**src/source/cal_pkg.sv**
```systemverilog
// shared widths and the coefficient word for the calibration front end
// gain is Q2.14 signed, so a gain of 1.0 is 16384 and the range stops just short of 2.0

package cal_pkg;

  ////////////////////
  // sizes
  ////////////////////

  localparam int coef_aw    = 3;             // profile address bits
  localparam int n_prof     = 2 ** coef_aw;  // eight profiles
  localparam int n_ch       = 2;             // channels sharing the read port

  localparam int gain_w     = 16;            // signed Q2.14
  localparam int gain_shift = 14;            // drop the fraction after multiply
  localparam int off_w      = 16;            // signed offset
  localparam int coef_w     = gain_w + off_w;

  ////////////////////
  // coefficient word
  ////////////////////

  // gain sits in the upper half, offset in the lower half
  typedef struct packed {
    logic signed [gain_w-1:0] gain;
    logic signed [off_w-1:0]  offset;
  } coef_t;

  // host and memory see a raw word, the channels see the fields
  typedef union packed {
    logic [coef_w-1:0] raw;
    coef_t             fld;
  } coef_word_u;

endpackage : cal_pkg

```
**src/source/coef_ram.sv**
```systemverilog
// profile memory, one write port and one registered read port
// contents are undefined until the host writes them, read during write returns the old word

`timescale 1ns/1ps

module coef_ram (
  input  logic                         sti,
  // host write
  input  logic                         wr_en,
  input  logic [cal_pkg::coef_aw-1:0]  wr_addr,
  input  logic [cal_pkg::coef_w-1:0]   wr_dat,   // raw coefficient word
  // arbitrated read
  input  logic                         rd_en,
  input  logic [cal_pkg::coef_aw-1:0]  rd_addr,
  output cal_pkg::coef_word_u          rd_dat
);

  import cal_pkg::*;

  ////////////////////
  // storage
  ////////////////////

  coef_word_u mem [n_prof];  // one word per profile

  // host side writes the raw view
  always_ff @(posedge sti) begin
    if (wr_en) begin
      mem[wr_addr].raw <= wr_dat;
    end
  end

  ////////////////////
  // read port
  ////////////////////

  // registered read, valid one cycle after rd_en
  // same edge as a write to that address still sees the previous word
  always_ff @(posedge sti) begin
    if (rd_en) begin
      rd_dat <= mem[rd_addr];
    end
  end

endmodule : coef_ram

```
**config.mk**
```make
export PLATFORM = sky130hd
export DESIGN_NAME = coef_ram
export DESIGN_NICKNAME = d
export VERILOG_FILES = /design/src/source/cal_pkg.sv /design/src/source/coef_ram.sv
export SDC_FILE = /design/constraint.sdc
export NUM_CORES = 1
export LEC_CHECK = 0
export BUFFER_PORTS_ARGS = -buffer_cell sky130_fd_sc_hd__buf_2
export CORE_MARGIN = 1.5
export CORE_UTILIZATION = 35
export DETAILED_ROUTE_END_ITERATION = 7
export HOLD_SLACK_MARGIN = 0.08
export PLACE_DENSITY = 0.49
export SLEW_MARGIN = 20
export SYNTH_ARGS = -nofsm -noshare
export SYNTH_HDL_FRONTEND = slang
export SYNTH_SLANG_ARGS = --single-unit
export TNS_END_PERCENT = 30
```
**constraint.sdc**
```tcl
create_clock -name sti -period 4.4 [get_ports sti]
set_clock_uncertainty 0.1 [all_clocks]
set_input_delay 0.44 -clock sti [delete_from_list [all_inputs] [get_ports sti]]
set_output_delay 0.44 -clock sti [all_outputs]
set_load 0.01 [all_outputs]
```
== After elaboration in Yosys (flattened, before gate mapping) ==
Memory sizes are Yosys's and may differ from the RTL's. A register that Yosys moved wholly into a read port is not among the register bits.
Index checks and enable logic that the tools add are counted.

* Bits in registers: 0
* Memory bits (writable): 256
* Output and inout bits: 32
* Word-level logic and storage cells: 3
* Memories: 1

* Mux-type cells: 2

{| class="wikitable"
|+ Memories
! name !! depth !! width !! rd ports !! clocked after Yosys merged registers in !! wr ports !! line !! text
|-
| mem || 8 || 32 || 1 || 1 || 1 || coef_ram.sv:24 || <nowiki>coef_word_u mem [n_prof];</nowiki>
|}

{| class="wikitable"
|+ Operator list
! kind !! number
|-
| $mux W1 || 2
|}

== Logic depth before layout (Yosys ltp) ==
Gate-level depths: netlist (run 1).

* Word-level depth: 2
* Mapped depth: 4
* Depth with buffers taken out: 2

== Worst setup path after synthesis (run 1) ==
No wires, ideal clock.

* Kind: in2reg
* Start: input port wr_addr[2] in the netlist's numbering
* End: memory mem[0][0] in the netlist's numbering, enable pin
* Library setup time: 0.461 ns
* Arrival time: 2.826 ns
* Data required time: 3.839 ns
* Setup slack: 1.013 ns
* Cell stages on the path: 2
* Path buffers: 0
* Path through: nand2b_1 -> nor3_1

{| class="wikitable"
|+ RTL lines
! what !! line !! text
|-
| start: declaration || coef_ram.sv:10 || <nowiki>input logic [cal_pkg::coef_aw-1:0] wr_addr,</nowiki>
|-
| end: declaration || coef_ram.sv:24 ||
|}

No word-level cell before the write port.

==> results of run 1 <==
## cell families (layout without fill, tap and decap cells)
family,after synthesis,in the layout
flip-flops,288,288
multiplexers,96,96
buffers and inverters,18,168
AND/OR/NAND/NOR,13,13
## metrics by stage
stage	instances	power, uW	hold slack [ps]	setup WS (ps)	utilization
CTS	961	6140	80.5	2340	0.428
global placement	877	3510	601	1810	0.384
global route	961	6280	106	2260	0.428
detailed placement	877	3520	602	1770	0.384
finish	961	6070	105	2370	0.428
floorplan	415	3380	439	1010	-
## power groups by stage
stage                     sequential, uW  combinational (uW)  clock (uW)
after floorplan                     3220                 157           0
after global placement              3210                 295           0
after detailed placement            3220                 300           0
after CTS                           3160                 324        2650
after global routing                3170                 345        2770
final                               3160                 314        2600
## Yosys cell counts
cell type    n
mux4_2      24
buf_2        6
mux2_2      32
nor2_1       6
mux4_1      40
nor3_1       2
edfxtp_1   288
nand2_1      2
nand2b_1     3
buf_6        7
buf_1        4
clkbuf_1     1
## state kept, by name (all words and copies together) (netlist names)
| register | count |
|---|---|
| mem | 256 |
| rd_dat | 32 |
## worst reg2reg max path, stage by stage, from the launching register on
cell	delay [ps]
edfxtp_1	350
mux4_1	510
mux2_2	300
## cell type report
cell class	count	area, sq um	share of cell area
clock inverters	19	240	0.0184
repair buffers	114	793	0.0609
well taps	396	495	0.0380
clock buffers	35	791	0.0607
multi-input cells	109	2070	0.158
flip-flops and latches	288	8650	0.664
## metal layers
metal  GRT usage  vias to the layer above
met3      0.0205                       21
met1       0.190                     2467
met5           0                        -
met4      0.0326                        0
met2       0.223                       96
li1            -                     2071
## path summary, 6_finish.rpt
path	cells past startpoint	slack, ps	startpoint	to
min reg2reg	2	640	mem[0][18]$_DFFE_PP_	rd_dat[18]$_DFFE_PP_
max reg2reg	2	2880	mem[1][7]$_DFFE_PP_	rd_dat[7]$_DFFE_PP_
max	4	2370	rd_addr[0]	rd_dat[11]$_DFFE_PP_
min	1	110	wr_dat[8]	mem[6][8]$_DFFE_PP_
==> out/results.txt, run 1 <==
Post-cts hold buffer count = 30
Number of synthesis warnings = 0
P_leak = 0.00435 uW
Final HPWL DP = 11,200 um
Simple-Gate Fraction of Synth Area = 0.00545
Number of iterations in the first detailed-routing pass = 4
Port Buf Inserts = 72
Post-Syn Area = 0.0108 sq mm
Crit path time final = 2030 ps
Initial Util = 0.354
Resized cells post-CTS = 0
Via count = 4,655
Seq pwr share = 0.521
Placed Area = 0.0117 sq mm
First-pass GRT wire length = 31,200 um
Max Clk Rate = 494 MHz
Mux cell area share after synthesis = 0.181
Required @ worst endpoint = 4580 ps
FILL cells = 2,666
Peak per-stage delay on the critical path = 590 ps
Final Wtd Congestion = 0.685
DR iter-0 viols = 347
Detail Route Antenna Nets = 0
Clock power frac = 0.428
# IOs = 73
Syn nets = 456
Worst slew pin tran = 884 ps
Largest family of logic cells by synthesized area = multiplexers
Die area = 0.0319 sq mm
Slew HR = 0.407
Critical path type = in2reg
Crit-path slowest cell = mux4_1
Leading area contributor after synthesis = edfxtp_1
Crit path max-delay family = buffers and inverters
Drt total wl = 20,800 um
Vias/cell = 4.84
Largest net degree at the start of global routing = 38
Part of the power in combinational logic = 0.052
CP Cell Sequence = buf_4 -> buf_12 -> mux4_1 -> mux2_2
GRT Total Usage = 0.136
CTS tree = built
Crit path buffers/inverters = 2
Max Buffers Root-to-Sink = 3
Total gr overflow = 0
Top cell type's share of synthesized area = 0.802
Most frequent cells in the layout = 288 x edfxtp_1, 70 x buf_2, 40 x mux4_1
Core Area = 0.0304 sq mm
WL met2 = 10,200 um
Hold WC Path Type = in2reg
Vias in the first global route = 4,978
Critical path endpoint category = flip-flop
WL per Instance = 21.6 um
Row cnt = 64
Die height = 179 um
Flops & latches, synth = 288
Startpoint Class = input pin
Hold Violations, Final = 0
Met1 WL = 9560 um
CTS Buf Count = 30
Worst-Skew Late Latency = 530 ps
Root Driver = clkbuf_16
Setup Buffers After CTS = 0
Sw frac = 0.191
Largest cells by area after synthesis = edfxtp_1 80%, mux4_1 9.7%, mux4_2 5.0%, mux2_2 3.3%, buf_6 0.73%
Crit path max fanout = 37
Share of layout cells above drive strength 1 = 0.340
Final Setup Violations = 0
Commonest non-fill, non-tap cell in the layout = edfxtp_1
PwrDens = 466 mW/mm^2
Pint = 4910 uW
CTS Sinks = 288
Setup repair after global routing missed its margin = no
Synth Area in Compound Gates = 0
Detail Route met3 WL = 742 um
Final Cell Area = 0.0130 sq mm
Fin nets = 584
Slew Limit Fails = 0
Clock transition at path regs = 60 ps
Post-synthesis sequential area ratio = 0.802
Antenna cells = 0
Die width = 179 um
Post-synthesis cell type count = 12
H-tree Lvls = 1
Fin crit share = 0.460
Syn Area/Cell = 26.0 sq um
Initial antenna violation count = 0
Peak VDD IR = 0.265 mV
TNS Setup = 0 ps
Sw power = 1160 uW
Mapped Cells = 415
Number of max-cap violations = 0
Uppermost routed layer = met4
Area Overhead vs Synth = 20.8%
DRC errors left = 0
Worst Path Arrival = 2200 ps
Synth Area in XOR/XNOR = 0
Adder and majority gate portion of the synthesized area = 0
Status = finished, final reports clean
Power figures use the tool's default switching activity.
==> run 2: changes to the inputs <==
PLACE_DENSITY = 0.51   (was 0.49)
clock period = 1.8 ns   (was 4.4 ns; I/O delays follow)
==> out/results.txt, run 2 (synthesized netlist as in run 1, its figures left out) <==
Area Overhead vs Synth = 22.8%
Worst slew pin tran = 436 ps (-449 ps)
Vias/cell = 4.82 (-0.50%)
Sw power = 2870 uW (+150%)
Initial antenna violation count = 0 (unchanged)
Critical path type = reg2reg
Max FFs per register = 256 (unchanged)
Final hold slack = 124 ps (+19.2 ps)
Worst Path Arrival = 1700 ps (-500 ps)
Critical path endpoint category = flip-flop
Met1 Usage GRT = 0.163 (-0.0277)
Setup Buffers After CTS = 0 (unchanged)
GRT Total Usage = 0.137 (+0.00170)
Die width = 179 um (unchanged)
Setup repair after global routing missed its margin = no
Resized cells post-CTS = 0 (unchanged)
Core Area = 0.0304 sq mm (unchanged)
Detail Route Antenna Nets = 0 (unchanged)
# IOs = 73 (unchanged)
Die height = 179 um (unchanged)
Fin util = 0.435 (+0.00682)
WL per Instance = 21.6 um (-0.23%)
Crit path max fanout = 1 (-97%)
Total gr overflow = 0 (unchanged)
Startpoint Class = flip-flop
Slew Limit Fails = 0 (unchanged)
Top flop regs = mem x256, rd_dat x32
Most frequent cells in the layout = 288 x edfxtp_1, 71 x buf_2, 40 x mux4_1
Slew HR = 0.710 (+0.302)
Fin crit share = 0.843
Final Wtd Congestion = 0.678 (-0.89%)
Antenna cells = 0 (unchanged)
Clock power frac = 0.411 (-0.017)
Largest Register = mem
Row cnt = 64 (unchanged)
DRC errors left = 0 (unchanged)
Max Clk Rate = 659 MHz
Met2 Track Usage GR = 0.259 (+0.0355)
PwrDens = 1090 mW/mm^2 (+140%)
Hold WC Path Type = in2reg
Number of iterations in the first detailed-routing pass = 4 (unchanged)
First-pass GRT wire length = 31,900 um (+2.4%)
Clock transition at path regs = 60 ps (about the same)
CTS tree = built
Commonest non-fill, non-tap cell in the layout = edfxtp_1
Fin nets = 597 (+2.2%)
Gr busiest metal = met2
Pint = 11,600 uW (+140%)
WHS Path Cells = 3 (+2)
Hold Violations, Final = 0 (unchanged)
Largest net degree at the start of global routing = 45 (+18%)
Number of max-cap violations = 0 (unchanged)
R2R setup slack = 280 ps (-2600 ps)
Vias in the first global route = 5,156 (+3.6%)
Post-cts hold buffer count = 33 (+10%)
H-tree Lvls = 1 (unchanged)
Die area = 0.0319 sq mm (unchanged)
Sw frac = 0.198 (+0.00725)
Share of layout cells above drive strength 1 = 0.349 (+0.00905)
Port Buf Inserts = 72 (unchanged)
CTS Sinks = 288 (unchanged)
Peak VDD IR = 0.682 mV (+160%)
Final HPWL DP = 11,400 um (+1.8%)
Root Driver = clkbuf_16
P_leak = 0.00444 uW (+2.0%)
Part of the power in combinational logic = 0.056 (+0.004)
Max Buffers Root-to-Sink = 3 (unchanged)
Grt met3 use = 0.0224 (+0.00192)
Final Setup Violations = 0 (unchanged)
Via count = 4,699 (+0.95%)
Initial Util = 0.354 (unchanged)
CTS Buf Count = 31 (+3.3%)
DR iter-0 viols = 334 (-3.7%)
Required @ worst endpoint = 1980 ps (-2600 ps)
Status = finished, final reports clean
Drt total wl = 21,000 um (+1.2%)
Seq pwr share = 0.533 (+0.012)
Crit path time final = 1520 ps
Worst-Skew Late Latency = 540 ps (about the same)
Reg2reg path depth = 2 (unchanged)
[run 2: area by class of cell]
class	count	area, sq um
Clock inverter	22	181
Timing Repair Buffer	126	1050
Multi-Input combinational cell	109	2080
Tap cell	396	495
Sequential cell	288	8650
Fill cell	2606	17200
Clock buffer	34	787
[run 2: power groups by stage]
stage               Combinational [uW]  Sequential, uW  Clock (uW)
finish                             818            7720        5950
CTS                                845            7730        6140
global placement                   759            7860           0
detailed placement                 785            7870           0
global route                       890            7740        6400
floorplan                          385            7880           0
[run 2: routing by layer]
metal | wire [um] | vias to the layer above
li1 | - | 2107
met1 | 8350 | 2470
met5 | 0 | -
met3 | 873 | 31
met4 | 315 | 0
met2 | 11500 | 91
[run 2: metrics by stage]
step	setup slack (ps)	cell area (sq um)	total power (uW)	TNS (ps)	cells
3_3_place_gp	4.46	11900	8610	0	886
4_1_cts	283	13200	14700	0	975
3_5_place_dp	0.681	11900	8650	0	886
6_report	282	13200	14500	0	975
2_1_floorplan	-470	10800	8270	-94810	415
5_1_grt	243	13200	15000	0	975
[run 2: worst paths after layout]
| check | startpoint | endpoint |
|---|---|---|
| worst max-delay path | mem[3][8]$_DFFE_PP_ | rd_dat[8]$_DFFE_PP_ |
| worst min-delay path | wr_addr[0] | mem[0][24]$_DFFE_PP_ |
| worst max register to register | mem[3][8]$_DFFE_PP_ | rd_dat[8]$_DFFE_PP_ |
| worst min register to register | mem[2][5]$_DFFE_PP_ | rd_dat[5]$_DFFE_PP_ |
[run 2: critical path, stage by stage, from the launching register on]
cell and delay (ps):
edfxtp_1 370, mux4_1 520, mux2_2 280
