===== src/source/cal_pkg.sv =====
// shared widths and the coefficient word for the calibration front end
// gain is Q2.14 signed, so a gain of 1.0 is 16384 and the range stops just short of 2.0

package cal_pkg;

  ////////////////////
  // sizes
  ////////////////////

  localparam int coef_aw    = 3;             // profile address bits
  localparam int n_prof     = 2 ** coef_aw;  // eight profiles
  localparam int n_ch       = 2;             // channels sharing the read port

  localparam int gain_w     = 16;            // signed Q2.14
  localparam int gain_shift = 14;            // drop the fraction after multiply
  localparam int off_w      = 16;            // signed offset
  localparam int coef_w     = gain_w + off_w;

  ////////////////////
  // coefficient word
  ////////////////////

  // gain sits in the upper half, offset in the lower half
  typedef struct packed {
    logic signed [gain_w-1:0] gain;
    logic signed [off_w-1:0]  offset;
  } coef_t;

  // host and memory see a raw word, the channels see the fields
  typedef union packed {
    logic [coef_w-1:0] raw;
    coef_t             fld;
  } coef_word_u;

endpackage : cal_pkg


===== src/source/linear_chan.sv =====
// one calibration channel computing sat(((x * gain) >>> 14) + offset) in three register stages
// assumes dwo is below the sum width; new coefficients only apply to samples accepted after busy falls

`timescale 1ns/1ps

module linear_chan #(
  parameter int dwi = 14,  // input sample width
  parameter int dwo = 14   // output sample width
) (
  input  logic                         sti,
  input  logic                         arst_n,
  // sample input
  input  logic                         in_valid,
  input  logic signed [dwi-1:0]        in_dat,
  output logic                         in_ready,
  // sample output
  output logic                         out_valid,
  output logic signed [dwo-1:0]        out_dat,
  input  logic                         out_ready,
  // profile load
  input  logic                         ld,
  input  logic [cal_pkg::coef_aw-1:0]  ld_prof,
  output logic                         busy,
  // memory read through the arbiter
  output logic                         rd_req,
  output logic [cal_pkg::coef_aw-1:0]  rd_addr,
  input  logic                         rd_gnt,
  input  cal_pkg::coef_word_u          rd_dat
);

  import cal_pkg::*;

  localparam int mul_w = dwi + gain_w;                            // full product
  localparam int shf_w = mul_w - gain_shift;                      // after dropping fraction
  localparam int sum_w = ((shf_w > off_w) ? shf_w : off_w) + 1;   // never wraps

  localparam logic signed [gain_w-1:0] gain_one = gain_w'(1 << gain_shift);

  ////////////////////
  // local signals
  ////////////////////

  logic signed [gain_w-1:0] gain;    // active coefficients
  logic signed [off_w-1:0]  offset;

  logic                     fill;    // rd_dat arrives on next edge

  logic                     mul_vld;
  logic signed [mul_w-1:0]  mul_dat;
  logic signed [shf_w-1:0]  shf_dat;
  logic                     sum_vld;
  logic signed [sum_w-1:0]  sum_dat;

  logic                     s1_en;   // stage may load
  logic                     s2_en;
  logic                     s3_en;

  logic                     sat_ovf;
  logic signed [dwo-1:0]    sat_dat;

  ////////////////////
  // profile loader
  ////////////////////

  // busy covers ld, request, grant and the latch of rd_dat
  always_ff @(posedge sti or negedge arst_n) begin
    if (!arst_n) begin
      busy   <= 1'b0;
      rd_req <= 1'b0;
      fill   <= 1'b0;
      gain   <= gain_one;  // identity
      offset <= '0;
    end else begin
      if (ld && !busy) begin        // ld while pending is dropped
        busy   <= 1'b1;
        rd_req <= 1'b1;
      end
      if (rd_req && rd_gnt) begin   // memory reads on this edge
        rd_req <= 1'b0;
        fill   <= 1'b1;
      end
      if (fill) begin               // word is on rd_dat now
        fill   <= 1'b0;
        busy   <= 1'b0;
        gain   <= rd_dat.fld.gain;
        offset <= rd_dat.fld.offset;
      end
    end
  end

  // requested profile held while rd_req is up
  always_ff @(posedge sti) begin
    if (ld && !busy) begin
      rd_addr <= ld_prof;
    end
  end

  ////////////////////
  // handshake chain
  ////////////////////

  // a stage loads when the next one takes its word or it is empty
  assign s3_en    = out_ready | ~out_valid;
  assign s2_en    = s3_en     | ~sum_vld;
  assign s1_en    = s2_en     | ~mul_vld;
  assign in_ready = s1_en;                   // low only with all three full

  ////////////////////
  // stage 1, multiply
  ////////////////////

  always_ff @(posedge sti or negedge arst_n) begin
    if (!arst_n) begin
      mul_vld <= 1'b0;
    end else if (s1_en) begin
      mul_vld <= in_valid;
    end
  end

  always_ff @(posedge sti) begin
    if (in_valid && s1_en) begin
      mul_dat <= mul_w'(in_dat) * mul_w'(gain);  // full width signed product
    end
  end

  ////////////////////
  // stage 2, offset
  ////////////////////

  // arithmetic shift floors and the bits above shf_w are pure sign
  assign shf_dat = shf_w'(mul_dat >>> gain_shift);

  always_ff @(posedge sti or negedge arst_n) begin
    if (!arst_n) begin
      sum_vld <= 1'b0;
    end else if (s2_en) begin
      sum_vld <= mul_vld;
    end
  end

  always_ff @(posedge sti) begin
    if (mul_vld && s2_en) begin
      sum_dat <= sum_w'(shf_dat) + sum_w'(offset);
    end
  end

  ////////////////////
  // stage 3, saturate
  ////////////////////

  // overflow when the bits above the output sign disagree
  assign sat_ovf = ~(&sum_dat[sum_w-1:dwo-1]) & (|sum_dat[sum_w-1:dwo-1]);
  assign sat_dat = sat_ovf ? {sum_dat[sum_w-1], {(dwo-1){~sum_dat[sum_w-1]}}}
                           : sum_dat[dwo-1:0];

  always_ff @(posedge sti or negedge arst_n) begin
    if (!arst_n) begin
      out_valid <= 1'b0;
    end else if (s3_en) begin
      out_valid <= sum_vld;
    end
  end

  always_ff @(posedge sti) begin
    if (sum_vld && s3_en) begin
      out_dat <= sat_dat;  // clamps to max or min
    end
  end

endmodule : linear_chan


===== config.mk =====
export PLATFORM = sky130hd
export DESIGN_NAME = linear_chan
export DESIGN_NICKNAME = d
export VERILOG_FILES = /design/src/source/cal_pkg.sv /design/src/source/linear_chan.sv
export SDC_FILE = /design/constraint.sdc
export NUM_CORES = 1
export LEC_CHECK = 0
export ABC_AREA = 1
export BUFFER_PORTS_ARGS = -buffer_cell sky130_fd_sc_hd__buf_2
export CAP_MARGIN = 20
export CORE_MARGIN = 2
export CORE_UTILIZATION = 45
export CTS_CLUSTER_SIZE = 25
export DETAILED_ROUTE_END_ITERATION = 12
export PLACE_DENSITY_LB_ADDON = 0.15
export SETUP_SLACK_MARGIN = 0.15
export SYNTH_ARGS = -nofsm -noshare
export SYNTH_HDL_FRONTEND = slang
export SYNTH_SLANG_ARGS = --single-unit
export TNS_END_PERCENT = 20

===== constraint.sdc =====
create_clock -name sti -period 7 [get_ports sti]
set_input_delay 1.4 -clock sti [delete_from_list [all_inputs] [get_ports sti]]
set_output_delay 1.4 -clock sti [all_outputs]
set_load 0.01 [all_outputs]

* After elaboration in Yosys (flattened, before gate mapping) *
Index checks and enable logic that the tools add are counted.

cells by class
  reduce and logical (&&, ||, !) cells = 10
  add/sub/neg operators = 1
  mux-type cells = 6
  bitwise operators = 9
  $mul = 1

operators with widths
  kind               count
  $mul 14x16->30     1
  $add 16x16->17     1
  $mux 14            1
  $logic_and 1x1->1  5
  $mux 1             5
  $not 1->1          5
  $reduce_and 4->1   1
  $reduce_bool 2->1  2
  $reduce_or 4->1    1
  $or 1x1->1         3
  $and 1x1->1        1
  $logic_not 1->1    1

storage, ports and cells
  output and inout port bits = 21
  bits of input ports = 55
  bits in registers = 102

* Logic depth before layout (Yosys ltp) *
Gate-level depths: netlist of run 1.

  depth in word-level cells = 5
  mapped depth = 28
  gate-level depth less buffers = 26

* Worst setup path before layout of run 1 *
OpenSTA, ideal clock, no wires.

  path kind = input to register
  start point = input in_dat[3]
  end point = register mul_dat[29], data pin
  setup slack = 0.272 ns
  arrival = 6.475 ns
  path buffers = 2
  stages on the path = 24
  path through = clkbuf_1 clkbuf_1 nand2_1 fa_1 inv_1 fa_1 fa_1 inv_1 fa_1 inv_1 fa_1 inv_1 fa_1 inv_1 ha_1 inv_1 nor3_1 and2_1 and2_1 nand2_1 nand2_1 inv_2 nand2_1 nand2_1

between the ends
  cells in the longest elaborated chain, start to end = 1

ends and longest elaborated chain
  element               RTL line            text
  from (decl)           linear_chan.sv:14   input logic signed [dwi-1:0] in_dat,
  $mul 14x16->30        linear_chan.sv:122  mul_dat <= mul_w'(in_dat) * mul_w'(gain);
  to (signal assigned)  linear_chan.sv:122
  to (decl)             linear_chan.sv:49   logic signed [mul_w-1:0] mul_dat;

No other way between the ends.
A chain may end at the register's enable or synchronous reset.

* Worst setup path after layout of run 1 *
  start point = input in_dat[7]
  end point = register mul_dat[27], data pin

The elaborated chain is that of the path after synthesis.

==> results.tsv, run 1 <==
stage	metric	value	unit
setup_path	family with the most delay on the worst path	adder cells	
cts	# hold bufs at CTS	0	
setup_path	critical path fanouts, max	16	
logic_synthesis	Post-synth EDFFs	50	
final_layout	Area growth, synth to finish	9.004	%
logic_synthesis	Synth Cell Area	12800	sq um
die	Rows	61	
die	# IOs	76	
cts	Post-CTS Setup Repair Bufs	0	
sta	f_max	154.5	MHz
logic_synthesis	count of unique library cells instantiated by Yosys	31	
drt	vias per cell	4.811	
sta	final setup violation count	0	
die	die span in y	172.6	um
logic_synthesis	register area share after synthesis	19.17	%
setup_path	startpoint types	input pin	
grt	pin count of the biggest net entering global routing	39	
drt	WL final	30.47	mm
flow_run	total of max-cap violations	0	
grt	initial antenna violation count	0	
drt	TritonRoute pass-1 iters	5	
cts	clk sinks	88	
final_layout	commonest non-fill, non-tap cell in the layout	inv_1	
sta	max-slew violation count	0	
grt	grt total ovfl	0	
logic_synthesis	Synth Register Bits	88	
logic_synthesis	Main synth FF type	edfxtp_1	
final_layout	most frequent cells in the layout	inv_1 (426), nand2_1 (417), fa_1 (218)	
cts	Clk Latency, worst-skew pair	350	ps
drt	initial DRC count	682	
place	count of buffers from port buffering	75	
sta	Layout Skew	15.89	ps
logic_synthesis	Syn. warnings	0	
sta	final hold slack	460.0	ps
setup_path	Crit Path Category	in -> reg	
place	Placed Cells	1976	
setup_path	Worst EP arrival	6570	ps
die	Placeable Area	27860	sq um
sta	Period Utilization, post-route	92.47	%
cts	CTS Buffer Depth	2	
grt	total track usage	21.95	%
drt	drt wl/cell	15.28	um
worst_hold_path	HP Class	reg -> reg	
cts	CTS H-tree depth	3	
sta	Slew @ Worst Pin	834.4	ps
final_layout	FF+latch area	2454	sq um
die	total die area	29810	sq um
final_layout	area of the multi-input gates	8558	sq um
place	global placement routability congestion	0.8748	
sta	RSZ-0062 raised after global routing	no	
final_layout	share of cells above drive strength 1	9.412	%
logic_synthesis	Synth async-reset ratio	43.18	%
place	placed inst area	13620	sq um
logic_synthesis	Post-Syn Area per Cell	8.246	sq um
final_layout	Final Cell Area	13950	sq um
final_layout	fin cells	1994	
grt	vias in the first global route	10321	
drt	Detail Route Antenna Nets	0	
drt	DR DRC count	0	
setup_path	Most common cell on crit path	fa_1	
cts	CTS tree	built	
place	Post-DP HPWL	26.00	mm
setup_path	max incr delay on CP	680	ps
sta	Fin Setup TNS	0	ps
sta	Final min period	6473	ps
cts	root buffer cell	clkbuf_16	
setup_path	Critical-path top delay cell	fa_1	
grt	first-pass GRT wire length	51.98	mm
sta	Worst slew margin	44.11	%
setup_path	Worst Path Buf+Inv	4	
logic_synthesis	cells after synthesis	1552	
logic_synthesis	syn_nets	1910	
setup_path	r2r setup slk	1030	ps
die	Chip Width	172.6	um
drt	via count	9594	
final_layout	Final nets	1968	
cts	Resized cells post-CTS	0	
sta	final hold vios	0	
setup_path	Cell Chain, Critical Path	buf_2 -> nand2_1 -> fa_1 -> fa_1 -> inv_1 -> fa_1 -> inv_1 -> fa_1 -> fa_1 -> fa_1 -> inv_1 -> ha_1 -> nand2_1 -> nor2_1 -> nand2_1 -> nor4_1 -> nand2_1 -> nand3_1 -> nand2_1	
cts	Clock transition at path regs	70	ps
final_layout	layout filler cell count	2732	
die	initial cell density of the core	45.94	%
cts	total CTS buffers	9	
status	status	finished, final reports clean	
setup_path	nature of the critical path endpoint	register	
setup_path	WP data required	7100	ps
==> logic make-up (layout without fill, tap and decap cells) <==
logic type	count (synthesis)	count (layout)	share of synthesized area [%]
other cells	0	1	0
buf+inv	476	539	13.98
fa+ha+maj	303	303	42.47
compound gates	89	89	3.695
simple gates	549	549	16.98
mux	25	25	2.200
flops	88	88	19.17
xor+xnor	22	22	1.506
==> flip-flops by register name, indices dropped and copies added (netlist names) <==
signal,flops
sum_dat,17
gain,16
mul_dat,16
offset,16
out_dat,14
rd_addr,3
busy,1
fill,1
mul_vld,1
out_valid,1
rd_req,1
sum_vld,1
==> final cells by class <==
cell class / count / area share (%)
Inverter: 427 / 11.49
Multi-Input combinational cell: 988 / 61.35
Timing Repair Buffer: 96 / 4.072
Sequential cell: 88 / 17.59
Clock inverter: 7 / 0.4843
Tap cell: 378 / 3.390
Antenna cell: 1 / 0.01794
Clock buffer: 9 / 1.614
==> cell usage after synthesis (3+ instances only) <==
| cell type | count | area share, % |
|---|---|---|
| dfrtp_1 | 37 | 7.2 |
| mux2_2 | 25 | 2.2 |
| o21bai_1 | 5 | 0.29 |
| and2_1 | 4 | 0.20 |
| nand4_1 | 4 | 0.20 |
| xnor2_1 | 7 | 0.48 |
| xor2_1 | 15 | 1.0 |
| inv_1 | 426 | 12 |
| fa_1 | 219 | 34 |
| nor3_1 | 7 | 0.27 |
| ha_1 | 84 | 8.2 |
| clkbuf_1 | 47 | 1.4 |
| nand3_1 | 35 | 1.4 |
| edfxtp_1 | 50 | 12 |
| a21oi_1 | 42 | 1.6 |
| nand2_2 | 6 | 0.29 |
| o21ai_0 | 36 | 1.4 |
| nor4_1 | 3 | 0.15 |
| nand2_1 | 417 | 12 |
| nor2_1 | 67 | 2.0 |
==> tightest hold or removal path, delay by kind of cell, from the launching register on <==
kind                   cells  cell delay [ps]
and+or+nand+nor            1               60
buffers and inverters      1               50
DFF                        1              320
==> metal layers <==
layer / wire length (um) / GRT usage (%) / vias to the layer above
met4: 306 / 3.205 / 0
met3: 1345 / 2.507 / 20
met5: 0 / 0 / -
met1: 14070 / 30.13 / 4733
li1: - / - / 4627
met2: 14750 / 38.37 / 214
==> path summary, 6_finish.rpt <==
check                          start     endpoint  cells after the start
setup / recovery           in_dat[7]  mul_dat[27]                     19
hold / removal               sum_vld    out_valid                      2
setup reg to reg            gain[15]  mul_dat[28]                     20
hold reg to reg              sum_vld    out_valid                      2
max in group asynchronous     arst_n     gain[14]                      2
min in group asynchronous     arst_n    out_valid                      1
==> per-stage QoR <==
| step | setup slack, ps | util (%) |
|---|---|---|
| floorplan | 271.6 | - |
| global placement | 106.1 | 48.87 |
| detailed placement | 93.83 | 48.90 |
| CTS | 436.2 | 49.95 |
| global route | 164.0 | 50.07 |
| finish | 527.2 | 50.08 |
Power of run 1 is not shown: default switching activity piles up to over one toggle a cycle in this logic, so the estimate is an artifact.
==> run 2: changes to the inputs <==
--- a/config.mk
+++ b/config.mk
@@ -10,6 +10,7 @@
 export CAP_MARGIN = 20
 export CORE_MARGIN = 2
 export CORE_UTILIZATION = 45
+export CTS_BUF_LIST = sky130_fd_sc_hd__clkbuf_8
 export CTS_CLUSTER_SIZE = 25
 export DETAILED_ROUTE_END_ITERATION = 12
 export PLACE_DENSITY_LB_ADDON = 0.15
==> results.tsv, run 2 (synthesis gave the netlist of run 1 again) <==
stage	metric	value	unit	change
final_layout	Final nets	1968		unchanged
drt	via count	9647		+0.55%
grt	grt total ovfl	0		unchanged
grt	vias in the first global route	10343		+0.21%
setup_path	Critical-path top delay cell	fa_1		
setup_path	CP startpoint	in_dat[3]		
cts	CTS tree	built		
drt	drt wl/cell	15.34	um	+0.39%
drt	vias per cell	4.840		+0.60%
final_layout	Area growth, synth to finish	8.153	%	
cts	clk sinks	88		unchanged
sta	max-slew violation count	0		unchanged
drt	DR DRC count	0		unchanged
sta	Fin Setup TNS	0	ps	unchanged
die	total die area	29810	sq um	unchanged
sta	Slew @ Worst Pin	831.8	ps	-2.545 ps
setup_path	startpoint types	input pin		
flow_run	total of max-cap violations	0		unchanged
place	placed inst area	13620	sq um	unchanged
drt	Detail Route Antenna Nets	0		unchanged
cts	# hold bufs at CTS	0		unchanged
sta	RSZ-0062 raised after global routing	no		
sta	Final min period	6568	ps	+95.14 ps
cts	Post-CTS Setup Repair Bufs	0		unchanged
sta	Worst slew margin	44.28	%	+0.17 points
grt	initial antenna violation count	0		unchanged
setup_path	critical path fanouts, max	8		-8
cts	total CTS buffers	9		unchanged
cts	CTS Buffer Depth	2		unchanged
final_layout	Final Cell Area	13840	sq um	-0.78%
die	# IOs	76		unchanged
final_layout	most frequent cells in the layout	inv_1 (426), nand2_1 (417), fa_1 (219)		
die	Placeable Area	27860	sq um	unchanged
setup_path	Worst EP arrival	6710	ps	+140 ps
cts	CTS H-tree depth	3		unchanged
final_layout	max FFs per register	17		unchanged
cts	root buffer cell	clkbuf_8		
die	die span in y	172.6	um	unchanged
sta	f_max	152.3	MHz	-1.4%
grt	pin count of the biggest net entering global routing	39		unchanged
final_layout	commonest non-fill, non-tap cell in the layout	inv_1		
sta	Layout Skew	19.62	ps	+3.735 ps
die	Chip Width	172.6	um	unchanged
final_layout	share of cells above drive strength 1	9.350	%	-0.062 points
sta	final hold vios	0		unchanged
setup_path	WP data required	7140	ps	+40 ps
place	count of buffers from port buffering	75		unchanged
die	initial cell density of the core	45.94	%	unchanged
final_layout	layout filler cell count	2746		+0.51%
drt	initial DRC count	646		-5.3%
sta	fin worst setup slack	432.0	ps	-95.14 ps
status	status	finished, final reports clean		
final_layout	Inserted Diodes	0		-1
setup_path	R2R Path Start	gain[15]		
place	Post-DP HPWL	26.00	mm	unchanged
worst_hold_path	HP Class	reg -> reg		
cts	Clk Latency, worst-skew pair	380	ps	+30 ps
sta	final setup violation count	0		unchanged
drt	TritonRoute pass-1 iters	5		unchanged
setup_path	Crit Path Category	in -> reg		
drt	WL final	30.58	mm	+0.33%
grt	total track usage	21.98	%	+0.024 points
grt	first-pass GRT wire length	52.12	mm	+0.25%
place	global placement routability congestion	0.8748		unchanged
place	worst slack, placed	93.83	ps	unchanged
final_layout	Biggest register	sum_dat		
setup_path	Most common cell on crit path	fa_1		
sta	Period Utilization, post-route	93.83	%	+1.4 points
worst_hold_path	hold_sp	sum_vld		
setup_path	max incr delay on CP	800	ps	+120 ps
cts	Resized cells post-CTS	0		unchanged
setup_path	Cell Chain, Critical Path	buf_2 -> nand2_1 -> fa_1 -> inv_1 -> fa_1 -> inv_1 -> fa_1 -> fa_1 -> fa_1 -> fa_1 -> inv_1 -> ha_1 -> nand2_1 -> inv_1 -> nand2_1 -> nor3_1 -> nand2_1 -> o21bai_1 -> nand3_1 -> nand2_1		
cts	Clock transition at path regs	120	ps	+50 ps
setup_path	nature of the critical path endpoint	register		
die	Rows	61		unchanged
-- run 2: changes by cell type in the layout (fill, tap and decap cells not counted), sizes merged --
cell	before	now
diode	1	0
buf	95	96
clkbuf	10	9
-- run 2: area by class of cell --
| cell class | count | area (sq um) | share of cell area [%] |
|---|---|---|---|
| inverter | 427 | 1603 | 11.58 |
| timing repair buffer | 96 | 565.5 | 4.086 |
| tap | 378 | 473.0 | 3.417 |
| clock inverter | 7 | 67.56 | 0.4881 |
| sequential | 88 | 2454 | 17.73 |
| clock buffer | 9 | 123.9 | 0.8949 |
| multi-input combinational | 988 | 8556 | 61.81 |
-- run 2: critical path, delay by kind of cell --
| kind | cells | cell delay, ps |
|---|---|---|
| and+or+nand+nor | 7 | 880 |
| AOI/OAI and AO/OA | 1 | 230 |
| adders and majority gates | 7 | 3690 |
| buffers and inverters | 5 | 510 |
-- run 2: metal layers --
metal,global-route usage [%],vias up,share of wire [%]
li1,-,4629,-
met1,30.33,4757,46
met2,38.65,240,49
met3,2.045,21,4.2
met4,3.027,0,0.78
met5,0,-,0
-- run 2: metrics by stage --
step                cells  util, %  hold slack (ps)
floorplan            1552        -            433.2
global placement     1975    48.87            439.0
detailed placement   1976    48.90            448.0
CTS                  1992    49.59            473.7
global route         1993    49.69            528.4
finish               1993    49.69            468.3
-- run 2: path summary, 6_finish.rpt --
path,depth (start not counted),end,slack [ps]
setup reg to reg,20,mul_dat[28],850
setup / recovery,20,mul_dat[28],430
min in group asynchronous,1,out_valid,1010
max in group asynchronous,2,gain[14],5420
hold / removal,2,out_valid,470
hold reg to reg,2,out_valid,470
Power of run 2 is left out for the same reason.
